**config.mk**
```make
export PLATFORM = sky130hd
export DESIGN_NAME = pred_table
export DESIGN_NICKNAME = d
export VERILOG_FILES = /design/src/bpu_pkg.sv /design/src/pred_table.sv
export SDC_FILE = /design/constraint.sdc
export NUM_CORES = 1
export LEC_CHECK = 0
export BUFFER_PORTS_ARGS = -buffer_cell sky130_fd_sc_hd__buf_2
export CAP_MARGIN = 30
export CELL_PAD_IN_SITES_DETAIL_PLACEMENT = 1
export CELL_PAD_IN_SITES_GLOBAL_PLACEMENT = 1
export CORE_UTILIZATION = 44
export DETAILED_ROUTE_END_ITERATION = 8
export PLACE_DENSITY_LB_ADDON = 0.1
export SLEW_MARGIN = 0
export SYNTH_ARGS = -nofsm -noshare
export SYNTH_HDL_FRONTEND = slang
export SYNTH_SLANG_ARGS = --single-unit
```
**constraint.sdc**
```tcl
create_clock -name clk -period 3.1 [get_ports clk]
set_input_delay 0.31 -clock clk [delete_from_list [all_inputs] [get_ports clk]]
set_output_delay 0.31 -clock clk [all_outputs]
set_load 0.01 [all_outputs]
```
**src/bpu_pkg.sv**
```systemverilog
// ~~~~~~~~~~~~~~~~~~~~~~~~~~~~~~
// bpu package
// table sizes, counter encoding, entry and port structs,
// and APB register map of the branch prediction unit
// ~~~~~~~~~~~~~~~~~~~~~~~~~~~~~~

package bpu_pkg;

    // tables are indexed by pc[9:2]
    localparam int INDEX_BITS  = 8;
    localparam int TABLE_DEPTH = 1 << INDEX_BITS;
    localparam int TAG_BITS    = 22;    // pc[31:10]

    // 2-bit saturating counter, msb is the predicted direction
    typedef enum logic [1:0] {
        strong_nt = 2'b00,
        weak_nt   = 2'b01,
        weak_t    = 2'b10,
        strong_t  = 2'b11
    } ctr_t;

    typedef struct packed {
        ctr_t ctr;
    } bht_entry_t;

    typedef struct packed {
        logic [TAG_BITS-1:0] tag;
        logic [31:0]         target;
    } btb_entry_t;

    // answer to the fetch stage
    typedef struct packed {
        logic        hit;       // btb tag matched
        logic        taken;
        logic [31:0] target;
    } lookup_rsp_t;

    // outcome reported by the memory stage
    typedef struct packed {
        logic        valid;
        logic [31:0] pc;
        logic        taken;
        logic [31:0] target;
        logic        pred_taken;    // what lookup said for this branch
        logic [31:0] pred_target;
    } resolve_t;

    typedef struct packed {
        logic        psel;
        logic        penable;
        logic        pwrite;
        logic [7:0]  paddr;
        logic [31:0] pwdata;
    } apb_req_t;

    typedef struct packed {
        logic [31:0] prdata;
        logic        pready;
        logic        pslverr;
    } apb_rsp_t;

    localparam logic [7:0] REG_CTRL     = 8'h00;   // [0] enable, [1] flush
    localparam logic [7:0] REG_RESOLVES = 8'h04;
    localparam logic [7:0] REG_MISSES   = 8'h08;

endpackage
```
**src/pred_table.sv**
```systemverilog
// ~~~~~~~~~~~~~~~~~~~~~~~~~~~~~~
// prediction table
// generic entry array with valid bits, two async reads,
// one sync write and a flush of all valid bits
// ~~~~~~~~~~~~~~~~~~~~~~~~~~~~~~

`timescale 1ns/1ps

module pred_table #(
    parameter type entry_t = logic [1:0]
) (
    input  logic                          clk,
    input  logic                          rst_n,
    input  logic                          flush,

    // read ports
    input  logic [bpu_pkg::INDEX_BITS-1:0] rd_a_idx,
    input  logic [bpu_pkg::INDEX_BITS-1:0] rd_b_idx,
    output entry_t                        rd_a_data,
    output entry_t                        rd_b_data,
    output logic                          rd_a_valid,
    output logic                          rd_b_valid,

    // write port
    input  logic                          wr_en,
    input  logic [bpu_pkg::INDEX_BITS-1:0] wr_idx,
    input  entry_t                        wr_data
);

    import bpu_pkg::*;

    entry_t                 mem [TABLE_DEPTH];
    logic [TABLE_DEPTH-1:0] valid_q;

    // entry storage, contents only mean something once valid
    always_ff @(posedge clk) begin
        if (wr_en && !flush) begin
            mem[wr_idx] <= wr_data;
        end
    end

    always_ff @(posedge clk or negedge rst_n) begin
        if (!rst_n) begin
            valid_q <= '0;
        end else if (flush) begin
            valid_q <= '0;      // flush wins over a write
        end else if (wr_en) begin
            valid_q[wr_idx] <= 1'b1;
        end
    end

    // lookup side
    assign rd_a_data  = mem[rd_a_idx];
    assign rd_a_valid = valid_q[rd_a_idx];

    // resolve side
    assign rd_b_data  = mem[rd_b_idx];
    assign rd_b_valid = valid_q[rd_b_idx];

    // an X write enable would corrupt the valid vector silently
    a_wr_en_known: assert property (
        @(posedge clk) disable iff (!rst_n)
        !$isunknown(wr_en)
    ) else $error("pred_table: wr_en is unknown");

endmodule

```
==> impl_metrics.tcl <==
set metrics [dict create \
    status "finished with violations" \
    violations "negative setup slack" \
    gp_congestion 0.915 \
    r2r-end "valid_q[7]$_DFFE_PN0P_" \
    rrSetupSlack_ps 2290 \
    grt.total_usage 0.314 \
    leakagePower_nw 15.7 \
    layout_common_cells "edfxtp_1, mux4_2, nor2_1, buf_4, o22ai_1" \
    clk_latency_ps 660 \
    clk_pin_slew_ps 60 \
    vias 26500 \
    syn2layout_area_growth_pct 18.2 \
    worst_pin_slew_ps 1020 \
    numCtsBuffers 86 \
    row_count 108 \
    die_x_um 298 \
    cts_buffer_depth 3 \
    min_period_ps 3450 \
    ys_warn_count 0 \
    grt_max_degree 183 \
    synth_top_area_frac 0.398 \
    firstDrtPassIters 5 \
    multi_input_area_sq_um 15100 \
    place_ws_ps -866 \
    grt_first_pass_wirelength_um 202000 \
    cts_root_buf "clkbuf_16" \
    drc 0 \
    cts.sinks 768 \
    async_reset_ff_frac 0.333 \
    cp.required_ps 2790 \
    critical_path_class "register to output port" \
    slew_violations 0 \
    crit_fanout 2 \
    fillers 8338 \
    hold_viol 0 \
    cp.arrival_ps 3140 \
    ios 36 \
    layout_commonest_cell "edfxtp_1" \
    min_from "wr_data[0]" \
    fp.dieArea_sq_um 88900 \
    syn_nets 2702 \
    chipHeight_um 298 \
    port_buffers 35 \
    viasPerCell 6.48 \
    postRouteAntennaNets 0 \
    synth_seq_cells 768 \
    synth_edf_count 512 \
    whs_endpoint "mem[192][0]$_DFFE_PP_" \
    grt_pass1_vias 28500 \
    initial_core_util 0.444 \
    cts_tree "done" \
    avgSynthCellArea_sq_um 14.5 \
    post_drt_wl_per_cell_um 33.5 \
    drive_gt1_frac 0.330 \
    final-seq-area_sq_um 21800 \
    post-route-util 0.525 \
    rsz0062_at_grt "yes" \
    clock_skew_ps 0 \
    min_path_type "input port to register" \
    period_share 1.11 \
    synth_ff_type "edfxtp_1" \
    p_per_area_nw_per_um2 512 \
    synth_top_cell_by_area "edfxtp_1" \
    timing.fmax_mhz 290 \
    slew_headroom 0.319 \
    cp-end-kind "output port" \
    antenna_found_initial 2 \
    finalSetupViolCount 6 \
    worst-r2r-cell-count 3 \
    synth_cell_type_count 51 \
    drt_iter0_drc 2584 \
    ys_seq_area_frac 0.564 \
    timing.setup.tns_ps -1070 \
    wl_um 137000 \
    vdd_drop_max_mv 0.442 \
    cts.htree.levels 3 \
    drv_cap 0 \
    layout_setup_ws_ps -348 \
    core_sq_um 86900 \
    finalNetCount 2901 \
    netlist_top_cells_area "edfxtp_1, mux4_2, dfrtp_1, o22ai_1, nor2_1" \
    synthesis.instances 2672 \
    netlist_area_sq_um 38600 \
    r2r_start "valid_q[7]$_DFFE_PN0P_" \
    overflow 0 \
    min_path_cells 1 \
    diodes 0 \
    critical_path.startpoint_type "register" \
    dpl.hpwl_um 90100 \
]
==> how the worst max path moves through the flow <==
stage,endpoint,slack (ps),startpoint
after floorplan,rd_a_valid,500,rd_a_idx[1]
after detailed placement,rd_a_data[0],-870,rd_a_idx[0]
final,rd_a_data[1],-350,mem[4][1]$_DFFE_PP_
after global placement,rd_a_data[1],-890,rd_a_idx[0]
after global routing,rd_a_data[1],-390,mem[4][1]$_DFFE_PP_
after CTS,rd_a_data[1],-410,mem[4][1]$_DFFE_PP_
==> layout make-up <==
cell class,count,area share
sequential,768,0.477
multi-input combinational,1381,0.331
timing repair buffer,373,0.0787
clock buffer,125,0.0538
tap,1155,0.0317
inverter,261,0.0215
clock inverter,33,0.00633
==> per-layer routing <==
metal,track usage,up-vias,part of all wire
met3,0.0453,263,0.064
li1,-,10800,-
met2,0.510,1052,0.49
met5,0,-,0
met1,0.431,14400,0.41
met4,0.118,0,0.040
==> repair_timing <==
| action | 4_1_cts | 5_1_grt |
|---|---|---|
| hold buffers | 1 | 0 |
| endpoints found under the setup margin | 6 | 6 |
| setup buffers | 6 | 1 |
| gates resized for setup | 61 | 31 |
| endpoints found under the hold margin | 66 | 0 |
| pin swaps | 21 | 16 |
==> sequential cells by signal, indices dropped and copies added (netlist names) <==
name / flops
mem: 512
valid_q: 256
==> worst max-delay path, stage by stage (launching register included) <==
cell,delay [ps]
edfxtp_1,420
mux4_2,480
a22o_4,290
a221oi_4,270
o22ai_2,160
a221oi_4,420
buf_6,170
o221ai_4,100
buf_2,160
==> cells in the mapped netlist, types with 15 or more instances <==
cell,count
buf_4,18
clkbuf_1,163
buf_6,28
nor2_1,287
buf_2,32
dfrtp_1,256
o221ai_1,20
o22ai_1,265
a21oi_1,31
edfxtp_1,512
a22oi_1,52
nand2_1,78
mux4_2,386
inv_1,260
nor2b_1,33
nand3_1,15
buf_1,20
a221oi_1,15
mux2i_1,60
==> kinds of logic after synthesis <==
logic type	after synthesis	synth area share
compound gates	463	0.0815
buf+inv	523	0.0594
mux	459	0.244
simple gates	459	0.0506
flops	768	0.564
==> power breakdown <==
part | internal (mW) | switching, mW | total, mW
clock | 5.83 | 4.23 | 10.1
sequential | 11.0 | 0.0103 | 11.0
combinational | 0.937 | 1.37 | 2.31
total | 17.7 | 5.61 | 23.4
==> per-stage QoR <==
| stage | cells | cell area, sq um | hold WS [ps] | power (mW) |
|---|---|---|---|---|
| after global routing | 4096 | 45600 | 228 | 23.9 |
| final | 4096 | 45600 | 192 | 23.4 |
| after CTS | 4097 | 45500 | 205 | 23.5 |
| after detailed placement | 3937 | 42300 | 336 | 13.4 |
| after floorplan | 2672 | 38600 | 14.4 | 12.3 |
| after global placement | 3936 | 42300 | 333 | 13.4 |
Power figures use the tool's default switching activity.
