$ cat src/bpu_pkg.sv
// ~~~~~~~~~~~~~~~~~~~~~~~~~~~~~~
// bpu package
// table sizes, counter encoding, entry and port structs,
// and APB register map of the branch prediction unit
// ~~~~~~~~~~~~~~~~~~~~~~~~~~~~~~

package bpu_pkg;

    // tables are indexed by pc[9:2]
    localparam int INDEX_BITS  = 8;
    localparam int TABLE_DEPTH = 1 << INDEX_BITS;
    localparam int TAG_BITS    = 22;    // pc[31:10]

    // 2-bit saturating counter, msb is the predicted direction
    typedef enum logic [1:0] {
        strong_nt = 2'b00,
        weak_nt   = 2'b01,
        weak_t    = 2'b10,
        strong_t  = 2'b11
    } ctr_t;

    typedef struct packed {
        ctr_t ctr;
    } bht_entry_t;

    typedef struct packed {
        logic [TAG_BITS-1:0] tag;
        logic [31:0]         target;
    } btb_entry_t;

    // answer to the fetch stage
    typedef struct packed {
        logic        hit;       // btb tag matched
        logic        taken;
        logic [31:0] target;
    } lookup_rsp_t;

    // outcome reported by the memory stage
    typedef struct packed {
        logic        valid;
        logic [31:0] pc;
        logic        taken;
        logic [31:0] target;
        logic        pred_taken;    // what lookup said for this branch
        logic [31:0] pred_target;
    } resolve_t;

    typedef struct packed {
        logic        psel;
        logic        penable;
        logic        pwrite;
        logic [7:0]  paddr;
        logic [31:0] pwdata;
    } apb_req_t;

    typedef struct packed {
        logic [31:0] prdata;
        logic        pready;
        logic        pslverr;
    } apb_rsp_t;

    localparam logic [7:0] REG_CTRL     = 8'h00;   // [0] enable, [1] flush
    localparam logic [7:0] REG_RESOLVES = 8'h04;
    localparam logic [7:0] REG_MISSES   = 8'h08;

endpackage
$ cat src/bpu_apb_regs.sv
// ~~~~~~~~~~~~~~~~~~~~~~~~~~~~~~
// bpu APB registers
// control bits plus resolve and miss counters
// ~~~~~~~~~~~~~~~~~~~~~~~~~~~~~~

`timescale 1ns/1ps

module bpu_apb_regs (
    input  logic              clk,
    input  logic              rst_n,
    input  bpu_pkg::apb_req_t apb_req,
    output bpu_pkg::apb_rsp_t apb_rsp,

    input  logic              resolve_evt,
    input  logic              miss_evt,
    output logic              enable,
    output logic              flush
);

    import bpu_pkg::*;

    logic        access;
    logic        wr_access;
    logic        addr_ok;
    logic [31:0] resolve_cnt;
    logic [31:0] miss_cnt;

    // single-cycle access phase, no wait states
    assign access    = apb_req.psel && apb_req.penable;
    assign wr_access = access && apb_req.pwrite;

    assign addr_ok = (apb_req.paddr == REG_CTRL) ||
                     (apb_req.paddr == REG_RESOLVES) ||
                     (apb_req.paddr == REG_MISSES);

    always_ff @(posedge clk or negedge rst_n) begin
        if (!rst_n) begin
            enable <= 1'b1;     // predictor on out of reset
            flush  <= 1'b0;
        end else begin
            flush <= wr_access && (apb_req.paddr == REG_CTRL) && apb_req.pwdata[1];
            if (wr_access && apb_req.paddr == REG_CTRL) begin
                enable <= apb_req.pwdata[0];
            end
        end
    end

    // event counters wrap, any write clears them
    always_ff @(posedge clk or negedge rst_n) begin
        if (!rst_n) begin
            resolve_cnt <= '0;
            miss_cnt    <= '0;
        end else begin
            if (wr_access && apb_req.paddr == REG_RESOLVES) begin
                resolve_cnt <= '0;
            end else if (resolve_evt) begin
                resolve_cnt <= resolve_cnt + 32'd1;
            end

            if (wr_access && apb_req.paddr == REG_MISSES) begin
                miss_cnt <= '0;
            end else if (miss_evt) begin
                miss_cnt <= miss_cnt + 32'd1;
            end
        end
    end

    // read mux
    always_comb begin
        case (apb_req.paddr)
            REG_CTRL:     apb_rsp.prdata = {31'd0, enable};  // flush reads back 0
            REG_RESOLVES: apb_rsp.prdata = resolve_cnt;
            REG_MISSES:   apb_rsp.prdata = miss_cnt;
            default:      apb_rsp.prdata = 32'd0;
        endcase
    end

    assign apb_rsp.pready  = 1'b1;
    assign apb_rsp.pslverr = access && !addr_ok;

    a_penable_needs_psel: assert property (
        @(posedge clk) disable iff (!rst_n)
        apb_req.penable |-> apb_req.psel
    ) else $error("bpu_apb_regs: penable high without psel");

endmodule

$ cat config.mk
export PLATFORM = sky130hd
export DESIGN_NAME = bpu_apb_regs
export DESIGN_NICKNAME = d
export VERILOG_FILES = /design/src/bpu_pkg.sv /design/src/bpu_apb_regs.sv
export SDC_FILE = /design/constraint.sdc
export NUM_CORES = 1
export LEC_CHECK = 0
export ABC_AREA = 1
export BUFFER_PORTS_ARGS = -buffer_cell sky130_fd_sc_hd__buf_2
export CAP_MARGIN = 20
export CELL_PAD_IN_SITES_DETAIL_PLACEMENT = 1
export CELL_PAD_IN_SITES_GLOBAL_PLACEMENT = 1
export CORE_MARGIN = 5
export CORE_UTILIZATION = 44
export CTS_BUF_LIST = sky130_fd_sc_hd__clkbuf_2 sky130_fd_sc_hd__clkbuf_4 sky130_fd_sc_hd__clkbuf_8
export DETAILED_ROUTE_END_ITERATION = 10
export PLACE_DENSITY_LB_ADDON = 0.1
export SYNTH_ARGS = -nofsm -noshare
export SYNTH_HDL_FRONTEND = slang
export SYNTH_SLANG_ARGS = --single-unit
$ cat constraint.sdc
create_clock -name clk -period 4.11 [get_ports clk]
set_input_delay 0.2055 -clock clk [delete_from_list [all_inputs] [get_ports clk]]
set_output_delay 0.2055 -clock clk [all_outputs]
set_load 0.1 [all_outputs]
==> out/results.ini <==
[setup_path]
ff2ff_setup_slack_ps = 2410
crit_arrival_ps = 2330
crit_type = input port to output pin
r2r-start = miss_cnt[1]$_DFFE_PN0P_
endpoint_kind = output pin
worst-r2r-cell-count = 9
cp.depth = 9
cp_num_buf_inv = 4
startpoint = apb_req[36]
slowest_stage = nand2_1
rr_endpoint = miss_cnt[24]$_DFFE_PN0P_
crit_top_cell = nand2_1
crit_chain = buf_2, inv_1, nand2_1, nor2_4, nand2_1, inv_1, nand2_1, o21ai_0, buf_2
crit_fanout = 26
start_kind = input port
worst-endpoint-required_ps = 3900
crit_family = buffers and inverters
max_stage_delay_ps = 510

[drt]
drt_wl_total_mm = 15.0
drc = 0
wl_per_cell_um = 17.6
first_pass_iters = 4
ant_nets = 0
vias_per_cell = 5.37
vias = 4589
drt_first_iter_violations = 225

[timing]
setup_viol = 0
hold_viol = 0
min_period_over_period = 0.617
setup_tns_ps = 0
min_period_ps = 2540
drv_slew = 0
worst_pin_slew_ps = 830
grt_setup_unrepaired = no
skew_ps = 11.1
relSlewSlack = 0.446
clock.fmax_mhz = 394

[worst_hold_path]
min_to = enable$_DFFE_PN1P_
hp-class = input port to flop
worstHoldStart = apb_req[0]
whs_path_depth = 3

[grt]
track_usage = 0.254
grt_pass1_vias = 4880
grt_pass1_wl_mm = 25.0
grt-ovfl-total = 0
grt_max_degree = 52
antenna_found_initial = 0

[die]
die-area_um2 = 12300
die_w_um = 111
placementRows = 36
core_area_um2 = 9820
fp.dieH_um = 111
ios = 83
initial_core_util = 0.455

[synthesis]
ys.flop_type = dfrtp_1
ys_types = 41
yosys_warnings = 0
yosysTopAreaCell = dfrtp_1
ys_seq_area_frac = 0.370
synth.cell_area_um2 = 4460
synth_commonest_cells = nand2_1, nor2_1, inv_1
synth_most_common_cell = nand2_1
synth_edf_count = 0
postSynthCellCount = 665
async_reset_ff_frac = 1.00
synthTopCellsByArea = dfrtp_1, nand2_1, nor2_1
synth_top_cell_area_share = 0.364
syn-num-nets = 714
avgSynthCellArea_um2 = 6.71
yosys_register_bits = 66

[power_and_ir_drop]
powerDensity_nw_per_um2 = 386
power.leakage_nw = 2.73
comb_power_share = 0.267
p_total_mw = 1.95
p_int_mw = 1.19
p_clk_frac = 0.291
switching_share = 0.389
p_sw_mw = 0.758
p_seq_frac = 0.442
peakVddDrop_uv = 190

[cells_and_area]
n_antenna_cell = 0
area_delta_synth_final_pct = 13.0
fill_cells = 1371
fin_nets = 767
multi_input_area_um2 = 2390
final_cell_area_um2 = 5040
seq_area_um2 = 1650
drive_gt1_frac = 0.169

[cts]
cts_root_buf = clkbuf_8
cts_tree = built
clk_pin_slew_worst_paths_ps = 70
cts_buffer_depth = 2
cts_setup_buffers = 0
cts_resized = 0
ctsHoldBuffers = 1
htree_levels = 3
clk-insertion-delay-late_ps = 350
cts_made_buffers = 9
clock_sinks = 66

[placed_design]
placed_area_um2 = 4840
place_hpwl_mm = 11.8
io_buffer_count = 51
place_congestion = 0.872

[job]
maxCapViolCount = 0

[outcome]
status = complete, no violations

==> routing by layer <==
layer	GRT usage	vias up	part of all wire
met5	0	-	0
met4	0.0944	0	0.023
met3	0.0306	26	0.029
met2	0.454	61	0.52
met1	0.312	2261	0.43
li1	-	2241	-
==> how the worst max path moves through the flow <==
stage,end,slack [ps]
finish,apb_rsp[17],1570
global route,apb_rsp[17],1360
CTS,apb_rsp[18],1570
detailed placement,apb_rsp[18],1560
global placement,apb_rsp[17],1650
floorplan,apb_rsp[17],970
==> stage by stage <==
stage	instances	hold slack, ps	util	worst slack, ps
floorplan	665	-90.1	-	965
global placement	839	138	0.493	1650
detailed placement	839	144	0.493	1560
CTS	855	67.9	0.514	1570
global route	855	70.2	0.514	1360
finish	855	78.3	0.514	1570
==> worst min-delay path, cell delays in order <==
cell and delay [ps]:
buf_2 90, nand4_1 70, nand2_1 50
==> power by group through the flow <==
stage	logic [mW]	registers, mW	clock network [mW]
5_1_grt	0.585	0.872	0.605
4_1_cts	0.522	0.854	0.571
6_report	0.520	0.860	0.566
3_5_place_dp	0.511	0.866	0
2_1_floorplan	0.383	0.828	0
3_3_place_gp	0.489	0.858	0
==> layout by cell type, fill, tap and decap left out, types with 2 or more instances in the layout <==
master and n:
a21oi_1 32, a22o_1 2, buf_2 51, buf_4 3, clkbuf_4 2, clkbuf_8 10, clkinv_2 2, dfrtp_1 65
ha_1 2, inv_1 90, inv_2 4, nand2_1 175, nand2_2 9, nand3_1 41, nand3_2 6, nand3b_1 3
nand4_1 17, nor2_1 95, nor2_2 15, nor2_4 11, nor3_1 13, nor3_2 2, nor3b_1 2, o21ai_0 31
o21ai_1 5, o22ai_1 16
==> area by class of cell <==
| cell class | instances | area share |
|---|---|---|
| inverters | 95 | 0.0707 |
| multi-input cells | 491 | 0.473 |
| clock buffers | 12 | 0.0303 |
| well taps | 133 | 0.0330 |
| repair buffers | 55 | 0.0571 |
| clock inverters | 3 | 0.00794 |
| flip-flops and latches | 66 | 0.328 |
==> registers in the layout, indices dropped and copies added, names as in the netlist <==
signal       flops
enable           1
flush            1
miss_cnt        32
resolve_cnt     32
==> cell families after synthesis <==
group                      synth area share
DFF                                   0.370
xor gates and xnor gates            0.00196
buffers and inverters                0.0950
and+or+nand+nor                       0.415
adders and majority gates           0.00561
AOI/OAI and AO/OA                     0.111
other                              0.000840
Power figures use the tool's default switching activity.
