`src/bpu_pkg.sv`:
```
// ~~~~~~~~~~~~~~~~~~~~~~~~~~~~~~
// bpu package
// table sizes, counter encoding, entry and port structs,
// and APB register map of the branch prediction unit
// ~~~~~~~~~~~~~~~~~~~~~~~~~~~~~~

package bpu_pkg;

    // tables are indexed by pc[9:2]
    localparam int INDEX_BITS  = 8;
    localparam int TABLE_DEPTH = 1 << INDEX_BITS;
    localparam int TAG_BITS    = 22;    // pc[31:10]

    // 2-bit saturating counter, msb is the predicted direction
    typedef enum logic [1:0] {
        strong_nt = 2'b00,
        weak_nt   = 2'b01,
        weak_t    = 2'b10,
        strong_t  = 2'b11
    } ctr_t;

    typedef struct packed {
        ctr_t ctr;
    } bht_entry_t;

    typedef struct packed {
        logic [TAG_BITS-1:0] tag;
        logic [31:0]         target;
    } btb_entry_t;

    // answer to the fetch stage
    typedef struct packed {
        logic        hit;       // btb tag matched
        logic        taken;
        logic [31:0] target;
    } lookup_rsp_t;

    // outcome reported by the memory stage
    typedef struct packed {
        logic        valid;
        logic [31:0] pc;
        logic        taken;
        logic [31:0] target;
        logic        pred_taken;    // what lookup said for this branch
        logic [31:0] pred_target;
    } resolve_t;

    typedef struct packed {
        logic        psel;
        logic        penable;
        logic        pwrite;
        logic [7:0]  paddr;
        logic [31:0] pwdata;
    } apb_req_t;

    typedef struct packed {
        logic [31:0] prdata;
        logic        pready;
        logic        pslverr;
    } apb_rsp_t;

    localparam logic [7:0] REG_CTRL     = 8'h00;   // [0] enable, [1] flush
    localparam logic [7:0] REG_RESOLVES = 8'h04;
    localparam logic [7:0] REG_MISSES   = 8'h08;

endpackage
```
`src/bpu_ctrl.sv`:
```
// ~~~~~~~~~~~~~~~~~~~~~~~~~~~~~~
// bpu controller
// lookup prediction, counter training, btb fill
// and misprediction detection
// ~~~~~~~~~~~~~~~~~~~~~~~~~~~~~~

`timescale 1ns/1ps

module bpu_ctrl (
    input  logic                           clk,
    input  logic                           rst_n,
    input  logic                           enable,

    input  logic [31:0]                    lookup_pc,
    output bpu_pkg::lookup_rsp_t           lookup_rsp,
    input  bpu_pkg::resolve_t              resolve,
    output logic                           mispredict,
    output logic                           resolve_evt,
    output logic                           miss_evt,

    // table read ports, a = lookup, b = resolve
    output logic [bpu_pkg::INDEX_BITS-1:0] rd_a_idx,
    output logic [bpu_pkg::INDEX_BITS-1:0] rd_b_idx,
    input  bpu_pkg::bht_entry_t            bht_a,
    input  bpu_pkg::bht_entry_t            bht_b,
    input  logic                           bht_a_valid,
    input  logic                           bht_b_valid,
    input  bpu_pkg::btb_entry_t            btb_a,
    input  logic                           btb_a_valid,

    // table write ports, shared index
    output logic                           bht_wr_en,
    output bpu_pkg::bht_entry_t            bht_wr_data,
    output logic                           btb_wr_en,
    output bpu_pkg::btb_entry_t            btb_wr_data,
    output logic [bpu_pkg::INDEX_BITS-1:0] wr_idx
);

    import bpu_pkg::*;

    logic btb_hit;
    logic pred_taken;
    logic miss;
    logic mispredict_q;
    logic resolve_evt_q;

    // next counter state for one resolved branch
    function automatic ctr_t ctr_next(input ctr_t cur, input logic vld, input logic tkn);
        ctr_t nxt;
        if (!vld) begin
            nxt = tkn ? weak_t : weak_nt;   // first sighting starts weak
        end else begin
            case (cur)
                strong_nt: nxt = tkn ? weak_nt  : strong_nt;
                weak_nt:   nxt = tkn ? weak_t   : strong_nt;
                weak_t:    nxt = tkn ? strong_t : weak_nt;
                default:   nxt = tkn ? strong_t : weak_t;
            endcase
        end
        return nxt;
    endfunction

    assign rd_a_idx = lookup_pc[INDEX_BITS+1:2];
    assign rd_b_idx = resolve.pc[INDEX_BITS+1:2];

    // lookup, all combinational
    assign btb_hit    = btb_a_valid && (btb_a.tag == lookup_pc[31:32-TAG_BITS]);
    assign pred_taken = enable && bht_a_valid && bht_a.ctr[1] && btb_hit;

    assign lookup_rsp.hit    = btb_hit;
    assign lookup_rsp.taken  = pred_taken;
    assign lookup_rsp.target = pred_taken ? btb_a.target : lookup_pc + 32'd4;

    // training keeps going while prediction is disabled
    assign wr_idx          = resolve.pc[INDEX_BITS+1:2];
    assign bht_wr_en       = resolve.valid;
    assign bht_wr_data.ctr = ctr_next(bht_b.ctr, bht_b_valid, resolve.taken);

    assign btb_wr_en          = resolve.valid && resolve.taken;
    assign btb_wr_data.tag    = resolve.pc[31:32-TAG_BITS];
    assign btb_wr_data.target = resolve.target;

    // wrong direction, or taken to the wrong place
    assign miss = resolve.valid &&
                  ((resolve.taken != resolve.pred_taken) ||
                   (resolve.taken && (resolve.target != resolve.pred_target)));

    always_ff @(posedge clk or negedge rst_n) begin
        if (!rst_n) begin
            mispredict_q  <= 1'b0;
            resolve_evt_q <= 1'b0;
        end else begin
            mispredict_q  <= miss;
            resolve_evt_q <= resolve.valid;
        end
    end

    assign mispredict  = mispredict_q;
    assign miss_evt    = mispredict_q;   // same event feeds the miss counter
    assign resolve_evt = resolve_evt_q;

    a_miss_after_resolve: assert property (
        @(posedge clk) disable iff (!rst_n)
        mispredict |-> $past(resolve.valid)
    ) else $error("bpu_ctrl: mispredict without a preceding resolve");

endmodule

```
`config.mk`:
```
export PLATFORM = sky130hd
export DESIGN_NAME = bpu_ctrl
export DESIGN_NICKNAME = d
export VERILOG_FILES = /design/src/bpu_pkg.sv /design/src/bpu_ctrl.sv
export SDC_FILE = /design/constraint.sdc
export NUM_CORES = 1
export LEC_CHECK = 0
export BUFFER_PORTS_ARGS = -buffer_cell sky130_fd_sc_hd__clkbuf_2
export CAP_MARGIN = 0
export CORE_AREA = 4 4 119 121
export DETAILED_ROUTE_END_ITERATION = 6
export DIE_AREA = 0 0 123 125
export GPL_ROUTABILITY_DRIVEN = 0
export HOLD_SLACK_MARGIN = 0.15
export PLACE_DENSITY_LB_ADDON = 0.08
export RECOVER_POWER = 50
export SETUP_SLACK_MARGIN = 0.1
export SLEW_MARGIN = 20
export SYNTH_ARGS = -nofsm -noshare
export SYNTH_HDL_FRONTEND = slang
export SYNTH_SLANG_ARGS = --single-unit
```
`constraint.sdc`:
```
create_clock -name clk -period 2.8 [get_ports clk]
set_clock_uncertainty 0.05 [all_clocks]
set_input_delay 0.14 -clock clk [delete_from_list [all_inputs] [get_ports clk]]
set_output_delay 0.14 -clock clk [all_outputs]
set_load 0.1 [all_outputs]
```
==> results of run 1 <==
## state kept, by name, indices dropped and copies added (netlist names)
name	cells
mispredict	1
resolve_evt	1
## cells by family after synthesis
logic type | synth area share (%)
buf+inv | 28.0
compound gates | 1.18
fa+ha+maj | 0.513
simple gates | 19.0
flops | 2.05
xor+xnor | 29.8
mux | 19.4
## cell usage after synthesis, drive strengths merged
| master | count | area (um^2) |
|---|---|---|
| buf | 86 | 661 |
| xnor2 | 49 | 429 |
| xor2 | 33 | 297 |
| mux2 | 31 | 454 |
| nand4 | 19 | 149 |
| nand3 | 11 | 55.1 |
| nor4 | 10 | 108 |
| nor2 | 9 | 33.8 |
| and3 | 8 | 51.3 |
| nand2 | 8 | 30.0 |
| inv | 4 | 15.0 |
| a21oi | 3 | 15.0 |
| clkbuf | 2 | 7.51 |
| dfrtp | 2 | 50.1 |
| mux2i | 2 | 20.0 |
| nor3 | 2 | 10.0 |
| and2 | 1 | 6.26 |
| and4 | 1 | 8.76 |
| ha | 1 | 12.5 |
| nand2b | 1 | 6.26 |
| o21ai | 1 | 5.00 |
| o221ai | 1 | 8.76 |
| or2 | 1 | 6.26 |
## worst min-delay path, stage by stage
cell      delay, ns
clkbuf_2       0.09
o21ai_0        0.07
a21oi_1        0.12
## routing by layer
layer / share of wire, % / wire length, um / up-vias / global-route usage (%)
met1: 32 / 2980 / 1068 / 10.5
li1: - / - / 1226 / -
met4: 0.24 / 22 / 0 / 1.11
met5: 0 / 0 / - / 0
met3: 14 / 1290 / 8 / 3.97
met2: 54 / 5030 / 169 / 22.1
## stage by stage
stage	cell area (um^2)	utilization, %	hold slack, ns
after CTS	3800	29.0	0.190
after global routing	3770	28.8	0.221
after floorplan	2440	-	-0.206
after detailed placement	3700	28.3	-0.119
after global placement	3700	28.3	-0.119
final	3770	28.8	0.198
## path summary, 6_finish.rpt
check / end / start / slack (ns) / depth (start not counted)
worst min-delay path: mispredict$_DFF_PN0_ / resolve[32] / 0.20 / 3
max in group asynchronous: resolve_evt$_DFF_PN0_ / rst_n / 2.35 / 2
min in group asynchronous: mispredict$_DFF_PN0_ / rst_n / 0.21 / 2
worst max-delay path: lookup_rsp[30] / lookup_pc[2] / 0.49 / 8
## area by class of cell
| cell class | instances | area [um^2] |
|---|---|---|
| Multi-Input combinational cell | 192 | 1710 |
| Fill cell | 1424 | 9310 |
| Inverter | 4 | 15.0 |
| Timing Repair Buffer | 246 | 1700 |
| Tap cell | 176 | 220 |
| Clock buffer | 3 | 75.1 |
| Sequential cell | 2 | 50.0 |
## power by group through the flow
stage	combinational, W	clock [W]	sequential [W]
final	0.000960	0.000215	0.0000315
after global routing	0.00100	0.000223	0.0000317
after global placement	0.000969	0	0.0000317
after detailed placement	0.000970	0	0.0000318
after floorplan	0.000920	0	0.0000441
after CTS	0.000974	0.000219	0.0000315
==> metrics.txt, run 1 <==
critical-path maximum fanout 7; Final setup viols 0; Max-cap violations 0; largest net degree at the start of global routing 21; Bufs and invs on worst path 2; Core Region 0.0131 mm^2; Num CTS Buffers 3; CP top delay family simple AND/OR/NAND/NOR gates; DP HPWL 8580 um; cell count after placement 618; clock buffer depth 2; Slowest cell on crit path nor4_4; most frequent CP cell nand4_1; number of routed nets with antenna violations 0; status finished clean; grt ovf 0; commonest non-fill, non-tap cells in the layout clkbuf_2, xnor2_1, xor2_1, buf_12, mux2_4; CP Launch Type input pin; Worst slew margin 20.4%; final WL 9330 um; nets@finish 645; Clk network pwr share 17.8%; vias per cell 3.97; FMAX 432 MHz; initial antenna violation count 0; Synth Cell Area 0.00244 mm^2; power consumption 0.00121 W; final non-filler cell total 623; Worst-Margin Slew 1.20 ns; RSZ-0062 raised after global routing no; CP cell instances clkbuf_2 -> ha_1 -> nand4_1 -> nor4_4 -> nand4_1 -> xnor2_1 -> mux2_4 -> buf_12; H-tree Lvls 1; Die ar. 0.0154 mm^2; Worst-path clk slew 0.03 ns; crit path kind in -> out; max-slew violations 0; share of cells above drive strength 1 59.3%; DR vias 2,471; count of different cell masters after synthesis 29; post-CTS setup buffer count 0; Period Utilization, post-route 82.7%; required time worst endpoint 2.61 ns; sequential element share of the synthesized area 2.05%; Ant. Diodes 0; I/O pin cnt 314; PortBufs 242; Pwr Density 320 mW/mm^2; first-pass GRT wire length 13,200 um; post-CTS resize count 0; final worst setup slack 0.485 ns; post-synthesis net count 482; part of the power in registers 2.6%; Die Y 125 um; Starting Density 18.6%; Pre-antenna DRT Iters 4; Sw Share 57.3%; DRC viols 0; Crit path largest cell delay 0.63 ns; CP arrival 2.12 ns; internal power 0.000515 W; GRT Total Usage 10.9%; synth warn 0; Crit. End Element output port; leading cell type in the layout, fill and taps excluded clkbuf_2; P&R area growth vs syn 54.6%; total net switching power 0.000691 W; FP Rows 42; average wire per standard cell 15.0 um; root buf cell clkbuf_16; vias in the first global route 2,503; Hold Crit Class in -> reg; Comb pwr share 79.6%; setup TNS 0 ns; Avg Cell Area, Syn 8.53 um^2; Final Hold Vio Count 0; clock sink count 2; Syn Inst Count 286; pre-CTS WS 0.457 ns; # hold bufs at CTS 2; Seq cells post-synth 2; Iteration-0 DRC Markers 27; CTS tree built; worst vdd ir 151 uV; P_leak 1.92 nW; Die X 123 um; fin crit period 2.31 ns
No activity file was read; power rests on OpenSTA's default activity.
==> inputs of run 2 (changes only) <==
--- a/config.mk
+++ b/config.mk
@@ -7,9 +7,9 @@
 export LEC_CHECK = 0
 export BUFFER_PORTS_ARGS = -buffer_cell sky130_fd_sc_hd__clkbuf_2
 export CAP_MARGIN = 0
-export CORE_AREA = 4 4 119 121
+export CORE_AREA = 4 4 120 122
 export DETAILED_ROUTE_END_ITERATION = 6
-export DIE_AREA = 0 0 123 125
+export DIE_AREA = 0 0 124 126
 export GPL_ROUTABILITY_DRIVEN = 0
 export HOLD_SLACK_MARGIN = 0.15
 export PLACE_DENSITY_LB_ADDON = 0.08
==> constraint.sdc (replaced) <==
create_clock -name clk -period 2 [get_ports clk]
set_clock_uncertainty 0.05 [all_clocks]
set_input_delay 0.1 -clock clk [delete_from_list [all_inputs] [get_ports clk]]
set_output_delay 0.1 -clock clk [all_outputs]
set_load 0.1 [all_outputs]
==> metrics.txt, run 2 (synthesized netlist as in run 1, its figures left out) <==
Met3 Wirelength 1080 um; share of cells above drive strength 1 64.5%; Ant. Diodes 0; end of the worst hold path btb_wr_data[32]; Hold Crit Class in -> out; nets@finish 663; final WL 9490 um; DR vias 2,545; internal power 0.000755 W; Fill cells 1,426; commonest non-fill, non-tap cells in the layout clkbuf_2, xnor2_1, buf_12, xor2_1, mux2_4; Comb pwr share 80.3%; P&R area growth vs syn 69.7%; Max-cap violations 0; status finished clean; H-tree Lvls 1; Final Cell Area 0.00414 mm^2; most frequent CP cell buf_12; hold path cells 0; Crit path largest cell delay 0.33 ns; worst vdd ir 202 uV; Clk network pwr share 17.1%; Starting Density 18.5%; hold path startpoint resolve[76]; max-slew violations 0; part of the power in registers 2.5%; initial antenna violation count 0; CP cell instances clkbuf_2 -> xnor2_2 -> buf_4 -> nand4_1 -> nor4_4 -> nand4_4 -> buf_12 -> mux2_4 -> buf_12; Iteration-0 DRC Markers 26; Die ar. 0.0156 mm^2; Pre-antenna DRT Iters 4; Core Region 0.0132 mm^2; Final Hold Vio Count 0; leading cell type in the layout, fill and taps excluded clkbuf_2; number of routed nets with antenna violations 0; average wire per standard cell 14.8 um; root buf cell clkbuf_16; Die Y 126 um; CP arrival 1.76 ns; CP top delay family buffers and inverters; FMAX 523 MHz; DRC viols 0; vias per cell 3.97; RSZ-0062 raised after global routing yes; critical-path maximum fanout 17; Slowest cell on crit path mux2_4; CTS tree built; Bufs and invs on worst path 4; fin crit period 1.91 ns; first-pass GRT wire length 13,700 um; Sw Share 56.4%; Num CTS Buffers 3; crit path kind in -> out; grt ovf 0; Worst slew margin 21.9%; total net switching power 0.000976 W; P_leak 2.12 nW; largest net degree at the start of global routing 18; clock buffer depth 2; setup TNS 0 ns; metal2 WL 5100 um; GRT Total Usage 11.1%; Period Utilization, post-route 95.5%; Crit. End Element output port; Die X 124 um; Metal-1 WL 3230 um; FP Rows 42; clock sink count 2; I/O pin cnt 314; Area after DPL 0.00389 mm^2; required time worst endpoint 1.85 ns; CP startpoint btb_a[40]; Final setup viols 0; Pwr Density 418 mW/mm^2; CP Launch Type input pin; DP HPWL 8790 um; vias in the first global route 2,652; Top Metal Used met4; PortBufs 242; Worst-Margin Slew 1.18 ns
[run 2: cell count changes in the layout (fill, tap and decap cells not counted), sizes merged]
| cell | delta |
|---|---|
| buf | +23 |
| clkbuf | -6 |
| dlygate4sd3 | +1 |
[run 2: area by class of cell]
cell class / count / area [um^2] / area share [%]
well taps: 176 / 220 / 5.32
inverters: 4 / 15.0 / 0.363
repair buffers: 264 / 1930 / 46.6
flip-flops and latches: 2 / 50.0 / 1.21
clock buffers: 3 / 75.1 / 1.81
multi-input cells: 192 / 1850 / 44.7
[run 2: what timing repair did]
item                                   in CTS  in global routing
buffers inserted                            0                  1
pin swaps                                   3                  9
endpoints found under the hold margin       4                  0
hold buffers                                3                  0
setup endpoints to repair                  32                 32
resized for setup                           5                 34
[run 2: power by group through the flow]
stage	Combinational, W	Sequential [W]	Clock [W]
final	0.00139	0.0000441	0.000296
after global routing	0.00145	0.0000444	0.000310
after CTS	0.00139	0.0000441	0.000301
after detailed placement	0.00138	0.0000445	0
after global placement	0.00138	0.0000445	0
after floorplan	0.00129	0.0000617	0
[run 2: how the worst max path moves through the flow]
| stage | to | depth (start not counted) | slack [ns] |
|---|---|---|---|
| floorplan | lookup_rsp[2] | 6 | 0.14 |
| global placement | lookup_rsp[18] | 9 | -0.03 |
| detailed placement | lookup_rsp[18] | 9 | -0.06 |
| CTS | lookup_rsp[18] | 9 | 0.03 |
| global route | lookup_rsp[18] | 9 | -0.005 |
| finish | lookup_rsp[18] | 9 | 0.09 |
[run 2: metal layers]
metal / GRT usage (%) / vias to the layer above
met2: 22.3 / 137
met4: 1.80 / 0
li1: - / 1261
met3: 2.38 / 12
met1: 11.6 / 1135
met5: 0 / -
[run 2: per-stage QoR]
step | hold slack, ns | cells | util (%) | power (W) | setup slack [ns]
2_1_floorplan | -0.246 | 286 | - | 0.00135 | 0.140
3_3_place_gp | -0.163 | 634 | 29.5 | 0.00142 | -0.0342
3_5_place_dp | -0.159 | 634 | 29.5 | 0.00143 | -0.0622
4_1_cts | 0.151 | 640 | 30.5 | 0.00174 | 0.0261
5_1_grt | 0.150 | 641 | 31.4 | 0.00181 | -0.00520
6_report | 0.150 | 641 | 31.4 | 0.00173 | 0.0896
==> inputs of run 3 (changes only) <==
--- a/config.mk
+++ b/config.mk
@@ -14,6 +14,7 @@
 export HOLD_SLACK_MARGIN = 0.15
 export PLACE_DENSITY_LB_ADDON = 0.08
 export RECOVER_POWER = 50
+export REMOVE_ABC_BUFFERS = 1
 export SETUP_SLACK_MARGIN = 0.1
 export SLEW_MARGIN = 20
 export SYNTH_ARGS = -nofsm -noshare
==> metrics.txt, run 3 (synthesized netlist as in run 1, its figures left out) <==
GRT Total Usage 13.7%; initial antenna violation count 0; required time worst endpoint 1.85 ns; Area after DPL 0.00379 mm^2; DR vias 2,596; DRC viols 0; P_leak 2.03 nW; DP HPWL 10,700 um; part of the power in registers 2.6%; root buf cell clkbuf_16; Period Utilization, post-route 91.5%; Final Cell Area 0.00402 mm^2; PortBufs 242; Pwr Density 428 mW/mm^2; CTS tree built; Die Y 126 um; critical-path maximum fanout 22; P&R area growth vs syn 64.9%; first-pass GRT wire length 16,100 um; Worst slew margin 21.3%; clock sink count 2; CP top delay family simple AND/OR/NAND/NOR gates; vias per cell 4.08; Crit. End Element output port; internal power 0.000747 W; FP Rows 42; final WL 11,800 um; CP arrival 1.68 ns; WHS 0.151 ns; Final setup viols 0; Clk network pwr share 17.2%; Crit path largest cell delay 0.33 ns; final non-filler cell total 637; commonest non-fill, non-tap cells in the layout clkbuf_2, xnor2_1, buf_12, xor2_1, mux2_4; Iteration-0 DRC Markers 32; H-tree Lvls 1; power consumption 0.00172 W; total net switching power 0.000975 W; Slowest cell on crit path mux2_4; Die X 124 um; Bufs and invs on worst path 3; Num CTS Buffers 3; most frequent CP cell buf_12; CP cell instances clkbuf_2 -> xnor2_1 -> nand4_1 -> nor4_4 -> nand4_4 -> buf_12 -> mux2_4 -> buf_12; nets@finish 659; Pre-antenna DRT Iters 6; Die ar. 0.0156 mm^2; Sw Share 56.6%; FMAX 546 MHz; share of cells above drive strength 1 61.6%; number of routed nets with antenna violations 0; grt ovf 0; status finished clean; RSZ-0062 raised after global routing yes; Comb pwr share 80.2%; Ant. Diodes 0; Core Region 0.0132 mm^2; I/O pin cnt 314; CP Launch Type input pin; clock buffer depth 2; vias in the first global route 2,751; Hold Crit Class in -> out; max-slew violations 0; leading cell type in the layout, fill and taps excluded clkbuf_2; Worst-Margin Slew 1.19 ns; crit path kind in -> out; largest net degree at the start of global routing 23; worst vdd ir 217 uV; Final Hold Vio Count 0; average wire per standard cell 18.6 um; fin crit period 1.83 ns; cell count after placement 627; Max-cap violations 0; Starting Density 18.5%
run 3: cell types whose count changed in the layout (fill, tap and decap cells not counted), sizes merged:
cell,change
dlygate4sd3,-1
buf,+2
clkbuf,-5
run 3: through the flow:
stage	setup WS, ns	TNS, ns	utilization, %
floorplan	-1.02	-1.33	-
global placement	-0.000822	-0.000822	28.8
detailed placement	-0.0738	-0.0738	28.8
CTS	0.0983	0	29.8
global route	0.0623	0	30.5
finish	0.169	0	30.5
run 3: repair_timing:
action                                  4_1_cts  5_1_grt
gates resized for setup                       4       39
hold endpoints to repair                      4        0
pin swaps                                     3       11
hold buffers                                  2        0
endpoints found under the setup margin        6       32
cloned                                        0        0
buffers inserted                              2        3
run 3: power groups by stage:
stage / sequential (W) / clock [W] / combinational, W
final: 0.0000442 / 0.000297 / 0.00138
after global routing: 0.0000444 / 0.000300 / 0.00144
after CTS: 0.0000442 / 0.000297 / 0.00138
after detailed placement: 0.0000446 / 0 / 0.00137
after global placement: 0.0000447 / 0 / 0.00137
after floorplan: 0.0000713 / 0 / 0.000524
run 3: final cells by class:
| class | instances | area [um^2] |
|---|---|---|
| clock buffers | 3 | 75.1 |
| fillers | 1412 | 9170 |
| inverters | 4 | 15.0 |
| multi-input cells | 192 | 1760 |
| flip-flops and latches | 2 | 50.0 |
| well taps | 176 | 220 |
| repair buffers | 260 | 1900 |
run 3: final timing paths:
check	slack, ns	from	depth (start not counted)	end
min in group asynchronous	0.16	rst_n	2	mispredict$_DFF_PN0_
max in group asynchronous	1.60	rst_n	2	resolve_evt$_DFF_PN0_
min	0.15	resolve[78]	0	btb_wr_data[34]
max	0.17	lookup_pc[18]	8	lookup_rsp[25]
run 3: metal layers:
metal	share of wire, %	track usage [%]	vias to the layer above
met3	20	11.1	10
met2	45	22.5	232
met5	0.73	4.28	-
li1	-	-	1247
met4	0.19	0.580	4
met1	34	14.1	1103
